`config.mk`:
```
export PLATFORM = sky130hd
export DESIGN_NAME = clk_enable_gen
export DESIGN_NICKNAME = d
export VERILOG_FILES = /design/src/hdl/clk_enable_gen.sv
export VERILOG_INCLUDE_DIRS = /design/src /design/src/include
export SDC_FILE = /design/constraint.sdc
export NUM_CORES = 1
export LEC_CHECK = 0
export BUFFER_PORTS_ARGS = -buffer_cell sky130_fd_sc_hd__buf_2
export CAP_MARGIN = 40
export CORE_AREA = 2 2 39 41
export CTS_BUF_LIST = sky130_fd_sc_hd__clkbuf_4
export DETAILED_ROUTE_END_ITERATION = 6
export DIE_AREA = 0 0 41 43
export GPL_TIMING_DRIVEN = 0
export MAX_ROUTING_LAYER = met4
export PLACE_DENSITY = 0.52
export SLEW_MARGIN = 20
export SYNTH_ARGS = -nofsm -noshare
export SYNTH_HDL_FRONTEND = slang
export SYNTH_SLANG_ARGS = --single-unit
```
`constraint.sdc`:
```
create_clock -name clk -period 2.2 [get_ports clk]
set_input_delay 0.22 -clock clk [delete_from_list [all_inputs] [get_ports clk]]
set_output_delay 0.22 -clock clk [all_outputs]
set_load 0.01 [all_outputs]
```
`src/include/lcd_macros.svh`:
```
`ifndef LCD_MACROS_SVH
`define LCD_MACROS_SVH

// cpu strobe divider, one slow period is RELOAD + 1 clocks.
`define LCD_DIV_RELOAD 100
`define LCD_DIV_HALF   50

// horizontal timing in clocks.
`define LCD_H_ACTIVE 32
`define LCD_H_FRONT  4
`define LCD_H_SYNC   4
`define LCD_H_BACK   8
`define LCD_H_TOTAL  (`LCD_H_ACTIVE + `LCD_H_FRONT + `LCD_H_SYNC + `LCD_H_BACK)

// vertical timing in lines.
`define LCD_V_ACTIVE 16
`define LCD_V_FRONT  1
`define LCD_V_SYNC   1
`define LCD_V_BACK   2
`define LCD_V_TOTAL  (`LCD_V_ACTIVE + `LCD_V_FRONT + `LCD_V_SYNC + `LCD_V_BACK)

`define LCD_ROM_WORDS 8192

`endif

```
`src/hdl/clk_enable_gen.sv`:
```
`timescale 1ns/1ps
`default_nettype none
`include "lcd_macros.svh"

module clk_enable_gen (
  input  logic clk,
  input  logic arst_n,
  output logic clk_en_slow,
  output logic clk_en_fast
);

  localparam int unsigned DIV_W = $clog2(`LCD_DIV_RELOAD + 1);

  logic [DIV_W-1:0] div_cnt;

  always_ff @(posedge clk or negedge arst_n) begin
    if (!arst_n) begin
      div_cnt     <= DIV_W'(`LCD_DIV_RELOAD);
      clk_en_slow <= 1'b0;
      clk_en_fast <= 1'b0;
    end else begin
      clk_en_slow <= 1'b0;
      clk_en_fast <= 1'b0;
      if (div_cnt == '0) begin
        div_cnt     <= DIV_W'(`LCD_DIV_RELOAD);
        clk_en_slow <= 1'b1;
        clk_en_fast <= 1'b1; // both strobes share the zero point.
      end else begin
        div_cnt <= div_cnt - 1'b1;
        if (div_cnt == DIV_W'(`LCD_DIV_HALF)) begin
          clk_en_fast <= 1'b1; // mid period.
        end
      end
    end
  end

endmodule

`default_nettype wire

```
==> Word level (Yosys, flattened, before mapping) <==
Index checks and enable logic that the tools add are counted.
{ "op_classes": {"muxes": 4, "n_addsub": 1, "reduce_logical": 1, "eq_ne": 1} }
{ "op_table": {"columns": ["cell", "count"], "rows": [
  ["7-bit by 6-bit == test with 1-bit output, second input constant", 1],
  ["7-bit logical NOT", 1],
  ["7-bit two-way mux", 1],
  ["7-bit by 1-bit subtractor with 7-bit output, second input constant", 1],
  ["1-bit two-way mux", 3]
]} }
{ "totals": {"inputBits": 2, "reg_bits": 9, "output_inout_bits": 2, "elab_cells": 10} }

==> Logic depth before layout (Yosys ltp) <==
{ "depth": {"depth_word": 3, "mapped_depth": 5, "depth_no_buf": 5} }

==> Worst setup path before layout <==
OpenSTA, ideal clock, no wires.
{ "synth_timing": {"path_kind": "register to register", "startpoint": "register div_cnt[0]", "endpoint": "register div_cnt[5]", "setup_time_ns": 0.065, "path_stages_with_launch": 4, "slack_ns": 0.838, "required_time_ns": 2.135, "arrival_ns": 1.297, "path_cell_list": "dfrtp_1 or4_4 or3_1 nand3b_1"} }
{ "synth_via": {"elab_chain_len": 2} }
{ "synth_lines": {"columns": ["item", "line_no", "rtl"], "rows": [
  ["start: declaration", "clk_enable_gen.sv:14", "logic [DIV_W-1:0] div_cnt;"],
  ["start signal: assignment", "clk_enable_gen.sv:18", "div_cnt <= DIV_W'(`LCD_DIV_RELOAD);"],
  ["start signal: assignment", "clk_enable_gen.sv:25", "div_cnt <= DIV_W'(`LCD_DIV_RELOAD);"],
  ["start signal: assignment", "clk_enable_gen.sv:29", "div_cnt <= div_cnt - 1'b1;"],
  ["7-bit by 1-bit subtractor with 7-bit output / 7-bit logical NOT (equally long branches)", "clk_enable_gen.sv:29, clk_enable_gen.sv:24", null],
  ["7-bit two-way mux *", "clk_enable_gen.sv:24", "if (div_cnt == '0) begin"]
]} }
Mark *: on every way between the ends. The rest lies on a longest branch, timed or not.

==> Worst setup path after layout <==
{ "layout_timing": {"startpoint": "register div_cnt[3]", "endpoint": "register div_cnt[2]"} }
{ "layout_via": {"elab_chain_len": 2} }
{ "layout_lines": {"columns": ["item", "line_no"], "rows": [
  ["7-bit logical NOT", "clk_enable_gen.sv:24"],
  ["7-bit two-way mux", "clk_enable_gen.sv:24"]
]} }
Every way passes these cells.

==> run_results.csv <==
group,metric,value,unit
logic_synthesis,syn_nets,40,
drt,finalWirelength,653,um
grt,first_global_vias,255,
sta,relSlewSlack,0.680,
grt,antenna_found_initial,0,
grt,grt_pass1_wl,1.13,mm
sta,tightest_slew,475,ps
logic_synthesis,synthTopCellsByArea,"dfrtp_1 36%, dfstp_2 19%, ha_1 9.1%",
clock_network,clk_pin_slew,60,ps
grt,grtUsageTotal,0.105,
finish,finish.utilization,0.354,
sta,clock-skew-final,2.60,ps
power_and_ir_drop,power_density,631,nW/um^2
finish,synthToLayoutAreaGrowth,18.1,%
sta,period_share,0.667,
outcome,status,"completed",
critical_path,crit_start,"div_cnt[3]$_DFF_PN0_",
finish,finalNetCount,49,
power_and_ir_drop,leakage,0.000212,uW
die,initial_core_util,0.299,
sta,fmax,681,MHz
critical_path,worst-setup-path-type,"flop to flop",
drt,ant_nets,0,
logic_synthesis,avgSynthCellArea,11.8,um^2
clock_network,cts.sinks,9,
logic_synthesis,synth_edf_count,0,
sta,whs,335,ps
die,die_h,43,um
sta,hold_viol_final,0,
worst_hold_path,hold_path_class,"input pin to async pin",
clock_network,post_cts_buffers,0,
logic_synthesis,yosysSeqAreaShare,0.553,
clock_network,htree_levels,1,
die,die_area,1760,um^2
drt,drtPass1Iterations,3,
drt,dr_total_vias,276,
sta,drv_slew,0,
clock_network,cts_hold_buffers,1,
drt,drc,0,
logic_synthesis,yosysUniqueCellTypes,21,
logic_synthesis,synth-seq-cells,9,
critical_path,crit_required,2400,ps
grt,grt_overflow,0,
power_and_ir_drop,ir_drop,0.261,mV
drt,first_iter_violations,1,
place,numPortBuffers,3,
job,max_cap_viol_count,0,
die,fp.dieW,41,um
die,io_pins,4,
clock_network,clk_latency,260,ps
clock_network,cts_root_buffer,"clkbuf_4",
sta,setup_viol,0,
place,gp_congestion,0.716,
finish,layout_commonest_cell,"dfrtp_1",
logic_synthesis,ys_warn_count,0,
critical_path,worst_setup_path_end_kind,"flop",
drt,vias_per_cell,4.68,
die,core_area,1380,um^2
grt,grt_max_degree,10,
critical_path,crit_path_start_kind,"flop",
logic_synthesis,async_flop_share,1.00,
critical_path,reg2reg_from,"div_cnt[3]$_DFF_PN0_",
sta,rsz0062_at_grt,"false",
critical_path,arrival,1670,ps
logic_synthesis,synth_cells,35,
logic_synthesis,synth_top_cell_by_area,"dfrtp_1",
critical_path,crit_fanout,8,
sta,fin_setup_tns,0,ps
logic_synthesis,synth-main-ff-cell,"dfrtp_1",
sta,finalCriticalPeriod,1470,ps
clock_network,clk_path_buf_depth,2,
logic_synthesis,mappedNetlistArea,414,um^2
drt,wl_per_cell,11.1,um
logic_synthesis,synth_top_area_frac,0.363,
die,rows,14,
finish,layout_common_cells,"6 x dfrtp_1, 4 x buf_2, 4 x clkbuf_4",
clock_network,cts_tree,"done",
finish,antenna_cells,0,
finish,drive_above_1_share,0.326,
clock_network,cts_buffers,3,
clock_network,cts_resized,0,
## registers in the layout (all words and copies together), names as in the netlist
name         flops
clk_en_fast      1
div_cnt          7
clk_en_slow      1
## routing by layer
metal | wire, um | part of all wire | GRT usage
met1 | 327 | 0.50 | 0.146
met2 | 286 | 0.44 | 0.113
met3 | 39 | 0.060 | 0.0471
met4 | 0 | 0 | 0.0800
met5 | 0 | 0 | -
## critical path, stage by stage, from the launching register on
cell,delay [ps]
dfrtp_1,430
nor4_1,470
and3b_1,210
buf_2,170
nand2b_1,130
## final timing paths
path | slack [ps] | cells past startpoint | endpoint
worst max-delay path | 730 | 4 | div_cnt[2]$_DFF_PN1_
worst min-delay path | 340 | 2 | div_cnt[4]$_DFF_PN0_
worst max register to register | 730 | 4 | div_cnt[2]$_DFF_PN1_
worst min register to register | 480 | 1 | div_cnt[0]$_DFF_PN0_
max in group asynchronous | 1620 | 2 | div_cnt[2]$_DFF_PN1_
min in group clk | 480 | 1 | div_cnt[0]$_DFF_PN0_
## power breakdown
part	internal, uW	switching, uW	leakage, uW	total (uW)
logic	1.81	3.11	0.0000832	4.92
registers	166	0	0.000111	166
clock network	82.1	55.7	0.0000184	138
## kinds of logic (layout without fill, tap and decap cells)
| family | Yosys count | in the layout | synth area share |
|---|---|---|---|
| DFF | 9 | 9 | 0.553 |
| adders and majority gates | 3 | 3 | 0.0906 |
| buffers and inverters | 3 | 11 | 0.0302 |
| xor gates and xnor gates | 2 | 2 | 0.0423 |
| AOI/OAI and AO/OA | 6 | 6 | 0.0906 |
| and+or+nand+nor | 12 | 12 | 0.193 |
## cell usage after synthesis (2+ instances only)
cell type  number
a21oi_1         2
dfrtp_1         6
dfstp_2         3
ha_1            3
inv_1           2
nor2_1          3
xnor2_1         2
## per-stage QoR
step                total power (uW)  instances  setup slack [ps]  area (um^2)
global route                     324         59               607          489
finish                           308         59               732          489
detailed placement               173         54               743          449
global placement                 172         54               808          449
CTS                              315         59               728          489
floorplan                        169         35               838          414
## area by class of cell
cell class              instances  area (um^2)
fillers                       139          895
flip-flops and latches          9          229
multi-input cells              23          173
clock buffers                   4         30.0
repair buffers                  4         25.0
well taps                      16         20.0
inverters                       2         7.51
plain buffers                   1         5.00
(Power assumes the default switching activity.)
