<file path="src/include/lcd_macros.svh">
`ifndef LCD_MACROS_SVH
`define LCD_MACROS_SVH

// cpu strobe divider, one slow period is RELOAD + 1 clocks.
`define LCD_DIV_RELOAD 100
`define LCD_DIV_HALF   50

// horizontal timing in clocks.
`define LCD_H_ACTIVE 32
`define LCD_H_FRONT  4
`define LCD_H_SYNC   4
`define LCD_H_BACK   8
`define LCD_H_TOTAL  (`LCD_H_ACTIVE + `LCD_H_FRONT + `LCD_H_SYNC + `LCD_H_BACK)

// vertical timing in lines.
`define LCD_V_ACTIVE 16
`define LCD_V_FRONT  1
`define LCD_V_SYNC   1
`define LCD_V_BACK   2
`define LCD_V_TOTAL  (`LCD_V_ACTIVE + `LCD_V_FRONT + `LCD_V_SYNC + `LCD_V_BACK)

`define LCD_ROM_WORDS 8192

`endif

</file>
<file path="src/hdl/lcd_pkg.sv">
`default_nettype none

package lcd_pkg;

  localparam int LCD_WIDTH   = 32;
  localparam int LCD_HEIGHT  = 16;
  localparam int LCD_NIBBLES = LCD_WIDTH * LCD_HEIGHT / 4;

  // dot (x, y) sits in nibble y*8 + x/4, at bit x%4.
  typedef logic [$clog2(LCD_NIBBLES)-1:0] seg_addr_t;

  typedef logic [23:0] rgb_t;

  localparam rgb_t DOT_ON_RGB  = 24'h202020; // dark segment.
  localparam rgb_t DOT_OFF_RGB = 24'hc0d0a0; // lcd background.

endpackage

`default_nettype wire

</file>
<file path="src/hdl/lcd_scanout.sv">
`timescale 1ns/1ps
`default_nettype none
`include "lcd_macros.svh"

module lcd_scanout (
  input  logic               clk,
  input  logic               arst_n,
  output lcd_pkg::seg_addr_t video_addr,
  input  logic [3:0]         video_data,
  input  logic               lcd_all_off,
  input  logic               lcd_all_on,
  output logic               hsync,
  output logic               vsync,
  output logic               de,
  output lcd_pkg::rgb_t      rgb
);

  import lcd_pkg::*;

  localparam int unsigned H_W = $clog2(`LCD_H_TOTAL);
  localparam int unsigned V_W = $clog2(`LCD_V_TOTAL);

  localparam int unsigned H_SYNC_START = `LCD_H_ACTIVE + `LCD_H_FRONT;
  localparam int unsigned H_SYNC_END   = H_SYNC_START + `LCD_H_SYNC;
  localparam int unsigned V_SYNC_START = `LCD_V_ACTIVE + `LCD_V_FRONT;
  localparam int unsigned V_SYNC_END   = V_SYNC_START + `LCD_V_SYNC;

  logic [H_W-1:0] h_cnt;
  logic [V_W-1:0] v_cnt;
  logic           active;
  logic           hs_raw;
  logic           vs_raw;

  // stage 1, waiting on the ram read.
  logic           act_d1;
  logic           hs_d1;
  logic           vs_d1;
  logic [1:0]     bit_d1;
  logic           dot_on;

  always_ff @(posedge clk or negedge arst_n) begin
    if (!arst_n) begin
      h_cnt <= '0;
      v_cnt <= '0;
    end else if (h_cnt == H_W'(`LCD_H_TOTAL - 1)) begin
      h_cnt <= '0;
      v_cnt <= (v_cnt == V_W'(`LCD_V_TOTAL - 1)) ? '0 : v_cnt + 1'b1;
    end else begin
      h_cnt <= h_cnt + 1'b1;
    end
  end

  assign active = (h_cnt < H_W'(`LCD_H_ACTIVE)) && (v_cnt < V_W'(`LCD_V_ACTIVE));
  assign hs_raw = (h_cnt >= H_W'(H_SYNC_START)) && (h_cnt < H_W'(H_SYNC_END));
  assign vs_raw = (v_cnt >= V_W'(V_SYNC_START)) && (v_cnt < V_W'(V_SYNC_END));

  // row * 8 + x / 4.
  assign video_addr = seg_addr_t'((v_cnt * (`LCD_H_ACTIVE / 4)) + (h_cnt >> 2));

  always_ff @(posedge clk or negedge arst_n) begin
    if (!arst_n) begin
      act_d1 <= 1'b0;
      hs_d1  <= 1'b0;
      vs_d1  <= 1'b0;
    end else begin
      act_d1 <= active;
      hs_d1  <= hs_raw;
      vs_d1  <= vs_raw;
    end
  end

  always_ff @(posedge clk) begin
    bit_d1 <= h_cnt[1:0];
  end

  // all_off wins over all_on.
  assign dot_on = lcd_all_off ? 1'b0 : (lcd_all_on | video_data[bit_d1]);

  always_ff @(posedge clk or negedge arst_n) begin
    if (!arst_n) begin
      de    <= 1'b0;
      hsync <= 1'b0;
      vsync <= 1'b0;
      rgb   <= '0;
    end else begin
      de    <= act_d1;
      hsync <= hs_d1;
      vsync <= vs_d1;
      if (!act_d1) begin
        rgb <= '0; // blank outside the panel.
      end else begin
        rgb <= dot_on ? DOT_ON_RGB : DOT_OFF_RGB;
      end
    end
  end

endmodule

`default_nettype wire

</file>
<file path="config.mk">
export PLATFORM = sky130hd
export DESIGN_NAME = lcd_scanout
export DESIGN_NICKNAME = d
export VERILOG_FILES = /design/src/hdl/lcd_pkg.sv /design/src/hdl/lcd_scanout.sv
export VERILOG_INCLUDE_DIRS = /design/src /design/src/include
export SDC_FILE = /design/constraint.sdc
export NUM_CORES = 1
export LEC_CHECK = 0
export BUFFER_PORTS_ARGS = -buffer_cell sky130_fd_sc_hd__buf_2
export CAP_MARGIN = 10
export CELL_PAD_IN_SITES_DETAIL_PLACEMENT = 0
export CELL_PAD_IN_SITES_GLOBAL_PLACEMENT = 1
export CORE_ASPECT_RATIO = 1.5
export CORE_MARGIN = 4
export CORE_UTILIZATION = 36
export CTS_CLUSTER_SIZE = 14
export DETAILED_ROUTE_END_ITERATION = 10
export PLACE_DENSITY = 0.84
export SLEW_MARGIN = 15
export SYNTH_ARGS = -nofsm -noshare
export SYNTH_HDL_FRONTEND = slang
export SYNTH_SLANG_ARGS = --single-unit
</file>
<file path="constraint.sdc">
create_clock -name clk -period 1.8 [get_ports clk]
set_input_delay 0.09 -clock clk [delete_from_list [all_inputs] [get_ports clk]]
set_output_delay 0.09 -clock clk [all_outputs]
set_load 0.005 [all_outputs]
</file>
### After elaboration in Yosys (flattened, before gate mapping)

Cells that the tools add are included.

| word-level totals | value |
|---|---|
| input bits | 8 |
| flip-flop bits (word level) | 43 |
| output and inout bits | 34 |

| operators by class | value |
|---|---|
| equality and inequality tests | 2 |
| mux-type cells | 7 |
| order comparisons | 7 |
| reduce and logical (&&, ||, !) cells | 3 |
| bitwise gates (word level) | 1 |
| add/subtract/negate cells | 3 |

Operators with widths:

| cell | count |
|---|---|
| $mux W24 | 2 |
| $lt A6 B6 Y1 const B | 2 |
| $lt A5 B5 Y1 const B | 2 |
| $add A7 B4 Y7 | 1 |
| $add A6 B1 Y6 const B | 1 |
| $eq A6 B6 Y1 const B | 1 |
| $ge A6 B6 Y1 const B | 1 |
| $mux W6 | 1 |
| $add A5 B1 Y5 const B | 1 |
| $eq A5 B5 Y1 const B | 1 |
| $ge A5 B5 Y1 const B | 1 |
| $mux W5 | 1 |
| $logic_and A1 B1 Y1 | 3 |
| $lt A2 B3 Y1 const B | 1 |
| $bmux W1 S2 | 1 |
| $mux W1 | 2 |
| $or A1 B1 Y1 | 1 |

### Depth between registers and ports, before layout

| depth | value |
|---|---|
| word-level depth | 6 |
| gate-level depth with buffers | 4 |
| depth with buffers taken out | 4 |

### Worst setup path before layout

Ideal clock, no wire load.

| timing path | value |
|---|---|
| path type | register to register |
| start point | register h_cnt[0] |
| end point | register v_cnt[4] |
| data required time | 1,674 ps |
| stages on the path, launching flop included | 5 |
| data arrival time | 1,316 ps |
| buffers on the path | 0 |
| slack | 358 ps |
| setup time | 126 ps |
| cells stage by stage | dfrtp_1 ha_1 nand3_4 o31a_1 a221o_1 |

| on the way | value |
|---|---|
| word-level cells in the longest chain between the ends | 1 |

Ends and longest elaborated chain:

| element | line | text |
|---|---|---|
| start: declaration | lcd_scanout.sv:28 | `logic [H_W-1:0] h_cnt;` |
| start signal: assignment | lcd_scanout.sv:49 | `h_cnt <= h_cnt + 1'b1;` |
| $eq A6 B6 Y1 | lcd_scanout.sv:45 | `` end else if (h_cnt == H_W'(`LCD_H_TOTAL - 1)) begin `` |
| end signal: assignment | lcd_scanout.sv:47 | `` v_cnt <= (v_cnt == V_W'(`LCD_V_TOTAL - 1)) ? '0 : v_cnt + 1'b1; `` |
| end: declaration | lcd_scanout.sv:29 | `logic [V_W-1:0] v_cnt;` |

Every way passes these cells.
A chain may end at the register's enable or synchronous reset.

### Worst setup path in the final report

Ends and elaborated chain as after synthesis.

==> results.yml <==
worst_setup_path:
  reg2reg_to: "v_cnt[4]"
  cp_cell_sequence: "ha_1 -> nand3_4 -> o31a_1 -> a221o_1"
  critPathMaxStageDelay_ps: 450
  setup.worst_path.end: "v_cnt[4]"
  slowest_stage: "dfrtp_1"
  rrSetupSlack_ps: 220
  ff2ff_path_depth: 4
  cp.depth: 4
  cp-end-kind: "flip-flop"
  cp_max_fo: 8
  arrival_ps: 1720
  critPathLaunchType: "flip-flop"
  cpLargestDelayFamily: "compound AO/OA/AOI/OAI gates"
  critPathBufInv: 0
  worstSetupStartpoint: "h_cnt[0]"
  crit_required_ps: 1940
  critPathKind: "reg -> reg"
  r2r-start: "h_cnt[0]"
timing:
  slew_violations: 0
  setup_tns_ps: 0
  fin_crit_ps: 1580
  fin_crit_sh_pct: 87.6
  finalSetupViolCount: 0
  finalClockSkew_ps: 4.57
  setup_ws_ps: 224
  hold_ws_ps: 141
  max_freq_ghz: 0.634
  rsz0062_at_grt: "no"
  hold_viol: 0
drt:
  firstDrtPassIters: 4
  drtIter0Drc: 12
  detail-route-antenna-nets: 0
  post_drt_via_cell_ratio: 4.47
  drc: 0
  via_count: 710
  finalWirelength_um: 1780
  route.detailed.wl_per_inst_um: 11.2
clock_tree:
  clk_latency_ps: 260
  cts.sinks: 21
  cts_max_level: 1
  ctsHoldBuffers: 2
  cts-root-buf: "clkbuf_8"
  ctsLongestPathBuffers: 2
  postCtsResizedCells: 0
  numCtsBuffers: 3
  post-cts-setup-buffer-count: 0
  tritoncts: "yes"
  clk_pin_slew_ps: 70
yosys:
  ys_ff_latch: 21
  synth_cell_type_count: 32
  syn_inst: 100
  ys_warn_count: 0
  synth_edf_count: 0
  syn_area_sq_mm: 0.00112
  post-synth-top-area-cell: "dfrtp_1"
  ys.flop_type: "dfrtp_1"
  ys_seq_area_share_pct: 46.1
  yosysTopAreaCellShare_pct: 42.5
  synth_common_cells: "buf_4 (25), dfrtp_1 (19), nor2_1 (9)"
  yosys-top-cells-area: "dfrtp_1 (43%), buf_4 (17%), ha_1 (6.7%)"
  syn_avg_cell_area_sq_um: 11.2
  synth.most_common_cell: "buf_4"
  synthArstFlopShare_pct: 90.5
hold_path:
  hp-start: "lcd_all_on"
  hp-class: "in -> reg"
place:
  place_ws_ps: 250
  place_hpwl_um: 1410
  place.port_buffers: 26
  placed_cell_area_sq_mm: 0.00116
  placed_cells: 153
  gp_congestion: 0.793
floorplanning:
  die_h_um: 76.3
  core_sq_mm: 0.00294
  initial_core_util_pct: 38.0
  row_count: 24
  fp.dieW_um: 53.5
  dieArea_sq_mm: 0.00408
  ios: 42
cells_and_area:
  nNetsFinal: 135
  drive_gt1_share_pct: 30.0
  area_growth_pct: 9.40
  fin_util_pct: 41.6
  finalInstanceArea_sq_mm: 0.00122
  n_antenna_cell: 0
  final_cells: 159
status:
  status: "finished, final reports clean"
global_routing:
  track_usage_pct: 9.58
  grt_overflow: 0
  first_global_vias: 669
  grt_pass1_wl_um: 2860
  antenna_found_initial: 0
  grt_max_degree: 20
power_and_ir_drop:
  leakagePower_nw: 0.650
  total_power_uw: 800
  p_per_area_mw_per_mm2: 654
  ir_drop_mv: 0.288
job:
  maxCapViolations: 0
==> logic make-up after synthesis <==
| family | share of synthesized area, % |
|---|---|
| buf+inv | 18.2 |
| simple gates | 13.5 |
| flops | 46.1 |
| compound gates | 7.16 |
| fa+ha+maj | 6.71 |
| xor+xnor | 3.91 |
| mux | 4.03 |
| other cells | 0.335 |
==> cell usage in the layout (no fill, tap or decap), types with 3 or more instances in the layout <==
cell      instances
clkbuf_8          3
xor2_1            4
buf_2            26
nor2_1            9
conb_1           15
inv_1             3
ha_1              6
nand3_1           3
dfrtp_1          19
==> cell type report <==
cell class | count | area, sq um
repair buffers | 28 | 150
well taps | 39 | 48.8
inverters | 3 | 11.3
fillers | 299 | 1720
clock buffers | 3 | 41.3
clock inverters | 1 | 5.00
multi-input cells | 64 | 452
flip-flops and latches | 21 | 515
==> sequential cells by signal (all words and copies together) (netlist names) <==
| name | cells |
|---|---|
| v_cnt | 5 |
| hs_d1 | 1 |
| rgb | 3 |
| vsync | 1 |
| vs_d1 | 1 |
| bit_d1 | 2 |
| act_d1 | 1 |
| hsync | 1 |
| h_cnt | 6 |
==> worst register-to-register path: stages, from the launching register on <==
cell	delay [ps]
dfrtp_1	450
ha_1	290
nand3_4	130
o31a_1	320
a221o_1	260
==> power by group <==
part / internal (mW) / switching (mW)
clock network: 0.154 / 0.144
logic: 0.0112 / 0.0192
registers: 0.471 / 0
==> worst min path at each step <==
stage               cells past startpoint  slack (ps)      end
floorplan                               0        -210   act_d1
global placement                        1          40    vsync
detailed placement                      1          50    vsync
CTS                                     3         140  rgb[22]
global route                            3         150  rgb[22]
finish                                  3         140  rgb[22]
==> routing by layer <==
metal  wire (um)  GRT usage (%)
met5           0              0
met4          63           7.67
met3         129           1.37
met2         919           17.4
met1         670           8.54
No activity file was read; power rests on OpenSTA's default activity.
