File: src/include/lcd_macros.svh
`ifndef LCD_MACROS_SVH
`define LCD_MACROS_SVH

// cpu strobe divider, one slow period is RELOAD + 1 clocks.
`define LCD_DIV_RELOAD 100
`define LCD_DIV_HALF   50

// horizontal timing in clocks.
`define LCD_H_ACTIVE 32
`define LCD_H_FRONT  4
`define LCD_H_SYNC   4
`define LCD_H_BACK   8
`define LCD_H_TOTAL  (`LCD_H_ACTIVE + `LCD_H_FRONT + `LCD_H_SYNC + `LCD_H_BACK)

// vertical timing in lines.
`define LCD_V_ACTIVE 16
`define LCD_V_FRONT  1
`define LCD_V_SYNC   1
`define LCD_V_BACK   2
`define LCD_V_TOTAL  (`LCD_V_ACTIVE + `LCD_V_FRONT + `LCD_V_SYNC + `LCD_V_BACK)

`define LCD_ROM_WORDS 8192

`endif

File: src/hdl/lcd_pkg.sv
`default_nettype none

package lcd_pkg;

  localparam int LCD_WIDTH   = 32;
  localparam int LCD_HEIGHT  = 16;
  localparam int LCD_NIBBLES = LCD_WIDTH * LCD_HEIGHT / 4;

  // dot (x, y) sits in nibble y*8 + x/4, at bit x%4.
  typedef logic [$clog2(LCD_NIBBLES)-1:0] seg_addr_t;

  typedef logic [23:0] rgb_t;

  localparam rgb_t DOT_ON_RGB  = 24'h202020; // dark segment.
  localparam rgb_t DOT_OFF_RGB = 24'hc0d0a0; // lcd background.

endpackage

`default_nettype wire

File: src/hdl/wb_bus_pkg.sv
`default_nettype none

package wb_bus_pkg;

  typedef logic [7:0] wb_addr_t; // word address.
  typedef logic [7:0] wb_data_t;

  localparam wb_addr_t WB_CTRL_ADDR = 8'h80;

  typedef struct packed {
    logic [3:0] unused;
    logic [3:0] nibble;
  } wb_seg_view_t;

  typedef struct packed {
    logic [5:0] reserved;
    logic       all_on;
    logic       all_off;
  } wb_ctrl_view_t;

  // one bus word, meaning depends on the address.
  typedef union packed {
    wb_data_t      raw;
    wb_seg_view_t  seg;
    wb_ctrl_view_t ctrl;
  } wb_word_u;

endpackage

`default_nettype wire

File: src/hdl/lcd_segment_ram.sv
`timescale 1ns/1ps
`default_nettype none

module lcd_segment_ram (
  input  logic                 clk,
  input  logic                 arst_n,
  input  logic                 wb_cyc,
  input  logic                 wb_stb,
  input  logic                 wb_we,
  input  wb_bus_pkg::wb_addr_t wb_adr,
  input  wb_bus_pkg::wb_data_t wb_dat_w,
  output wb_bus_pkg::wb_data_t wb_dat_r,
  output logic                 wb_ack,
  input  lcd_pkg::seg_addr_t   video_addr,
  output logic [3:0]           video_data,
  output logic                 lcd_all_off,
  output logic                 lcd_all_on
);

  import wb_bus_pkg::*;
  import lcd_pkg::*;

  logic [3:0] seg_mem [LCD_NIBBLES] = '{default: '0};

  wb_word_u wr_word;
  wb_word_u rd_word;
  logic     wb_req;
  logic     seg_sel;
  logic     ctrl_sel;

  // new request only, the ack cycle itself is not one.
  assign wb_req   = wb_cyc & wb_stb & ~wb_ack;
  assign seg_sel  = ~wb_adr[7];
  assign ctrl_sel = (wb_adr == WB_CTRL_ADDR);

  assign wr_word.raw = wb_dat_w;

  always_comb begin
    rd_word = '0;
    if (seg_sel) begin
      rd_word.seg.nibble = seg_mem[seg_addr_t'(wb_adr)];
    end else if (ctrl_sel) begin
      rd_word.ctrl.all_off = lcd_all_off;
      rd_word.ctrl.all_on  = lcd_all_on;
    end
  end

  always_ff @(posedge clk or negedge arst_n) begin
    if (!arst_n) begin
      wb_ack      <= 1'b0;
      lcd_all_off <= 1'b0;
      lcd_all_on  <= 1'b0;
    end else begin
      wb_ack <= wb_req;
      if (wb_req && wb_we && ctrl_sel) begin
        lcd_all_off <= wr_word.ctrl.all_off;
        lcd_all_on  <= wr_word.ctrl.all_on;
      end
    end
  end

  always_ff @(posedge clk) begin
    if (wb_req && wb_we && seg_sel) begin
      seg_mem[seg_addr_t'(wb_adr)] <= wr_word.seg.nibble;
    end
  end

  always_ff @(posedge clk) begin
    if (wb_req && !wb_we) begin
      wb_dat_r <= rd_word.raw; // valid with ack.
    end
  end

  // scan-out port, independent of the bus.
  always_ff @(posedge clk) begin
    video_data <= seg_mem[video_addr];
  end

endmodule

`default_nettype wire

File: config.mk
export PLATFORM = sky130hd
export DESIGN_NAME = lcd_segment_ram
export DESIGN_NICKNAME = d
export VERILOG_FILES = /design/src/include/lcd_macros.svh /design/src/hdl/lcd_pkg.sv /design/src/hdl/wb_bus_pkg.sv /design/src/hdl/lcd_segment_ram.sv
export SDC_FILE = /design/constraint.sdc
export NUM_CORES = 1
export LEC_CHECK = 0
export CORE_ASPECT_RATIO = 1.2
export CORE_UTILIZATION = 58
export CTS_CLUSTER_DIAMETER = 120
export DETAILED_ROUTE_END_ITERATION = 8
export DONT_BUFFER_PORTS = 1
export PLACE_DENSITY = 0.76
export SYNTH_ARGS = -nofsm -noshare
export SYNTH_HDL_FRONTEND = slang
export SYNTH_SLANG_ARGS = --single-unit
File: constraint.sdc
create_clock -name clk -period 2 [get_ports clk]
set_clock_uncertainty 0.1 [all_clocks]
set_input_delay 0.4 -clock clk [delete_from_list [all_inputs] [get_ports clk]]
set_output_delay 0.4 -clock clk [all_outputs]
set_load 0.02 [all_outputs]
Word-level counts from Yosys, hierarchy flattened --
Memories as Yosys holds them, arrays and structs flattened. A register that Yosys moved wholly into a read port is not among the register bits. Index checks and enable logic that the tools add are counted.
Storage, ports and cells: latch bits 0, memories 1, bits in writable memories 512, output and inout bits 15, register bits after elaboration 7, input bits 28, bits in read-only memories 0
Memory list:
- seg_mem | depth 128, width 4, rd ports 2, clocked after memory_dff 1, wr ports 1, RTL line lcd_segment_ram.sv:23 | logic [3:0] seg_mem [LCD_NIBBLES] = '{default: '0};
Cells by class: bitwise gates (word level) 4, eq/ne operators 1, magnitude comparators 0, multipliers 0, divide/modulo/power cells 0, multiplexer cells 4, shift operators 0, add/sub/neg operators 0, reduce and logical (&&, ||, !) cells 5
Operator list (number):
- equality test 8 bit (second input constant) | 1
- logical AND 1 bit | 4
- two-way mux 2 bit | 2
- bitwise AND 1 bit | 2
- two-way mux 1 bit | 2
- inverter 1 bit | 2
- zero test 1 bit | 1

Logic depth before layout (Yosys ltp) --
depth after elaboration 6, depth in mapped cells 11, depth with buffers taken out 7

Worst setup path before layout --
OpenSTA, ideal clock, no wires.
path kind input port to flip-flop, start in video_addr[0], end reg video_data[1], read port of seg_mem, data arrival time 2.527 ns, cell stages on the path 5, buffers on the path 1, slack -0.742 ns, path through clkbuf_1 > mux4_2 > mux4_2 > mux4_2 > o21a_1
RTL lines:
- from (decl) | RTL line lcd_segment_ram.sv:14 | input lcd_pkg::seg_addr_t video_addr,
- to (decl) | RTL line lcd_segment_ram.sv:15 | output logic [3:0] video_data,

==> impl_metrics.json <==
{
  "ant_nets": 0,
  "finalCriticalPeriod_ps": 2387,
  "critPathRequiredTime_ps": 2420,
  "path_cells": "mux4_2 -> mux4_2 -> mux4_2 -> o21a_1",
  "worst-r2r-cell-count": 4,
  "yosysWarnings": 0,
  "fmax_mhz": 418.9,
  "ys_dominant_reg_cell": "edfxtp_1",
  "io_pins": 43,
  "power_frac_comb_pct": 7.3,
  "grt_max_degree": 130,
  "mappedNetlistArea_sq_mm": 0.02458,
  "dp_slack_ps": -587.1,
  "grt_pass1_vias": 18060,
  "synth.avg_cell_area_sq_um": 17.31,
  "clk-insertion-delay-late_ps": 640,
  "arrival_ps": 2810,
  "start_util_pct": 58.88,
  "dpl-instance-area_sq_mm": 0.02875,
  "antenna_found_initial": 0,
  "drv_slew": 0,
  "core_area_sq_mm": 0.04176,
  "die_x_um": 189.9,
  "rows": 82,
  "critPathLaunchType": "register",
  "r2r-end": "video_data[2]",
  "drt_pre_antenna_iters": 6,
  "initialDrtViolationCount": 3117,
  "clkPwrFrac_pct": 42.3,
  "post_drt_wl_per_cell_um": 35.39,
  "final_nets": 1822,
  "path_class": "reg2reg",
  "cpMaxStageDelayCell": "mux4_2",
  "h-tree-depth": 2,
  "worst_pin_slew_ps": 699.3,
  "drc": 0,
  "cp.depth": 4,
  "grt_overflow": 0,
  "drt-total-wl_mm": 84.33,
  "dp_hpwl_mm": 51.25,
  "cp_max_fo": 2,
  "die-area_sq_mm": 0.04322,
  "syn_to_final_growth_pct": 29.49,
  "finalHoldViolations": 513,
  "status": "finished with violations",
  "clockBufferDepth": 3,
  "design_area_sq_mm": 0.03183,
  "path_delay_family": "multiplexers",
  "setup_tns_ps": -19370,
  "clkTransAtPathRegs_ps": 60,
  "cts_buffers": 51,
  "crit_end": "video_data[2]",
  "swShare_pct": 21.94,
  "intPower_w": 0.01871,
  "hold_class": "in2reg",
  "cts_root_buffer": "clkbuf_16",
  "whs_ps": -224.9,
  "worstReg2RegStart": "seg_mem[73][2]",
  "syn_inst": 1420,
  "drv_cap": 0,
  "slowest_delay_ps": 600,
  "p_per_area_mw_per_mm2": 752.9,
  "ff2ff_setup_slack_ps": -390,
  "min_period_over_period_pct": 119.4,
  "cts_tree": "yes",
  "synth_cell_types": 57,
  "finish.utilization_pct": 76.24,
  "vias": 17870,
  "endpoint_kind": "register",
  "cp_num_buf_inv": 0,
  "ir_drop_mv": 1.003,
  "synth_async_sr_flop_share_pct": 0.5736,
  "cpMostUsedCell": "mux4_2",
  "routabilityCongestion": 0.9540,
  "p_seq_share_pct": 50.5,
  "antennaDiodeCount": 0,
  "synth_edf_count": 516,
  "drive_gt1_share_pct": 52.20,
  "portBuffers": 0,
  "ys_seq_elements": 523,
  "ys_seq_area_share_pct": 63.66,
  "power_leakage_nw": 10.51,
  "cts.sinks": 523,
  "die_y_um": 227.5,
  "startpoint": "seg_mem[73][2]",
  "via_per_inst": 7.497,
  "grt_usage_pct": 38.86,
  "violations": "hold timing, setup timing",
  "setup_violations": 333,
  "grt_pass1_wl_mm": 118.3,
  "switchingPower_w": 0.005257,
  "ctsHoldBuffers": 8,
  "worst_slack_ps": -387.5,
  "relSlewSlack_pct": 53.02,
  "rsz0062_at_grt": "yes"
}
[power by group through the flow]
stage / Sequential, W / Combinational [W] / Clock [W]
floorplan: 0.0123 / 0.00131 / 0
global placement: 0.0123 / 0.00152 / 0
detailed placement: 0.0123 / 0.00155 / 0
CTS: 0.0121 / 0.00162 / 0.0101
global route: 0.0121 / 0.00176 / 0.0106
finish: 0.0121 / 0.00174 / 0.0101
[stage by stage]
stage / cells / hold WS, ps / power (W)
finish: 2383 / -224.9 / 0.02397
global route: 2383 / -244.0 / 0.02441
CTS: 2375 / -215.6 / 0.02382
detailed placement: 2261 / 4.470 / 0.01388
global placement: 2261 / 4.482 / 0.01385
floorplan: 1423 / 4.409 / 0.01363
[layout by cell type, fill, tap and decap left out, types with 28 or more instances in the layout]
cell type  count
edfxtp_1     516
buf_4        351
mux4_2       212
nor2_4       121
a221oi_1      88
clkbuf_16     54
buf_6         51
nand2_1       36
nor2_1        33
mux2_2        28
[worst min-delay path by stage]
| stage | end | from | depth (start not counted) |
|---|---|---|---|
| after floorplan | lcd_all_off | arst_n | 0 |
| after global placement | wb_ack | arst_n | 0 |
| after detailed placement | wb_ack | arst_n | 0 |
| after CTS | seg_mem[54][0] | wb_dat_w[0] | 0 |
| after global routing | seg_mem[38][2] | wb_dat_w[2] | 0 |
| final | seg_mem[38][2] | wb_dat_w[2] | 0 |
[cells by family after synthesis]
logic type,share of synthesized area (%)
flip-flops,63.66
buffers and inverters,2.326
AO/OA/AOI/OAI,7.568
AND/OR/NAND/NOR,4.377
multiplexers,22.06
other,0.01525
[metal layers]
metal  global-route usage, %  up-vias  share of wire (%)
met1                   46.99     8794                 31
met2                   61.53     1753                 47
li1                        -     6806                  -
met5                  0.6787        -               0.15
met4                   25.70        4                8.0
met3                   10.84      509                 14
[cell usage after synthesis (4+ instances only)]
library cell / instances / area [sq um]
a21oi_1: 11 / 55.05
a221o_1: 5 / 50.05
a221oi_1: 104 / 910.9
a22oi_1: 19 / 142.6
a31oi_1: 8 / 50.05
and2_1: 5 / 31.28
buf_1: 17 / 63.81
buf_2: 31 / 155.2
buf_4: 11 / 82.58
clkbuf_1: 67 / 251.5
dfxtp_1: 4 / 80.08
edfxtp_1: 516 / 15490
mux2_2: 30 / 337.8
mux2i_1: 31 / 310.3
mux4_2: 212 / 4775
nand2_1: 49 / 183.9
nand2b_1: 4 / 25.02
nand3_1: 12 / 60.06
nor2_1: 166 / 623.1
nor2b_1: 12 / 75.07
nor3_1: 7 / 35.03
o211ai_1: 4 / 30.03
o21a_1: 6 / 45.04
o21ai_0: 13 / 65.06
o221ai_1: 8 / 70.07
o22a_1: 7 / 61.31
o22ai_1: 12 / 75.07
[flip-flops by register name, summed over array words and instances, names as in the netlist]
register	cells
wb_dat_r	4
video_data	4
lcd_all_off	1
seg_mem	512
wb_ack	1
lcd_all_on	1
[repair_timing]
item,in CTS,in global routing
pin swaps,12,58
setup endpoints to repair,457,363
buffers inserted,8,6
cloned,2,3
hold endpoints to repair,526,512
gates resized for setup,53,187
[final cells by class]
| cell class | instances | area, sq um |
|---|---|---|
| Clock inverter | 36 | 407.9 |
| Tap cell | 546 | 683.2 |
| Sequential cell | 523 | 15650 |
| Timing Repair Buffer | 444 | 3985 |
| Inverter | 5 | 27.53 |
| Fill cell | 2198 | 9923 |
| Clock buffer | 60 | 1340 |
| Multi-Input combinational cell | 769 | 9741 |
Power figures use the tool's default switching activity.
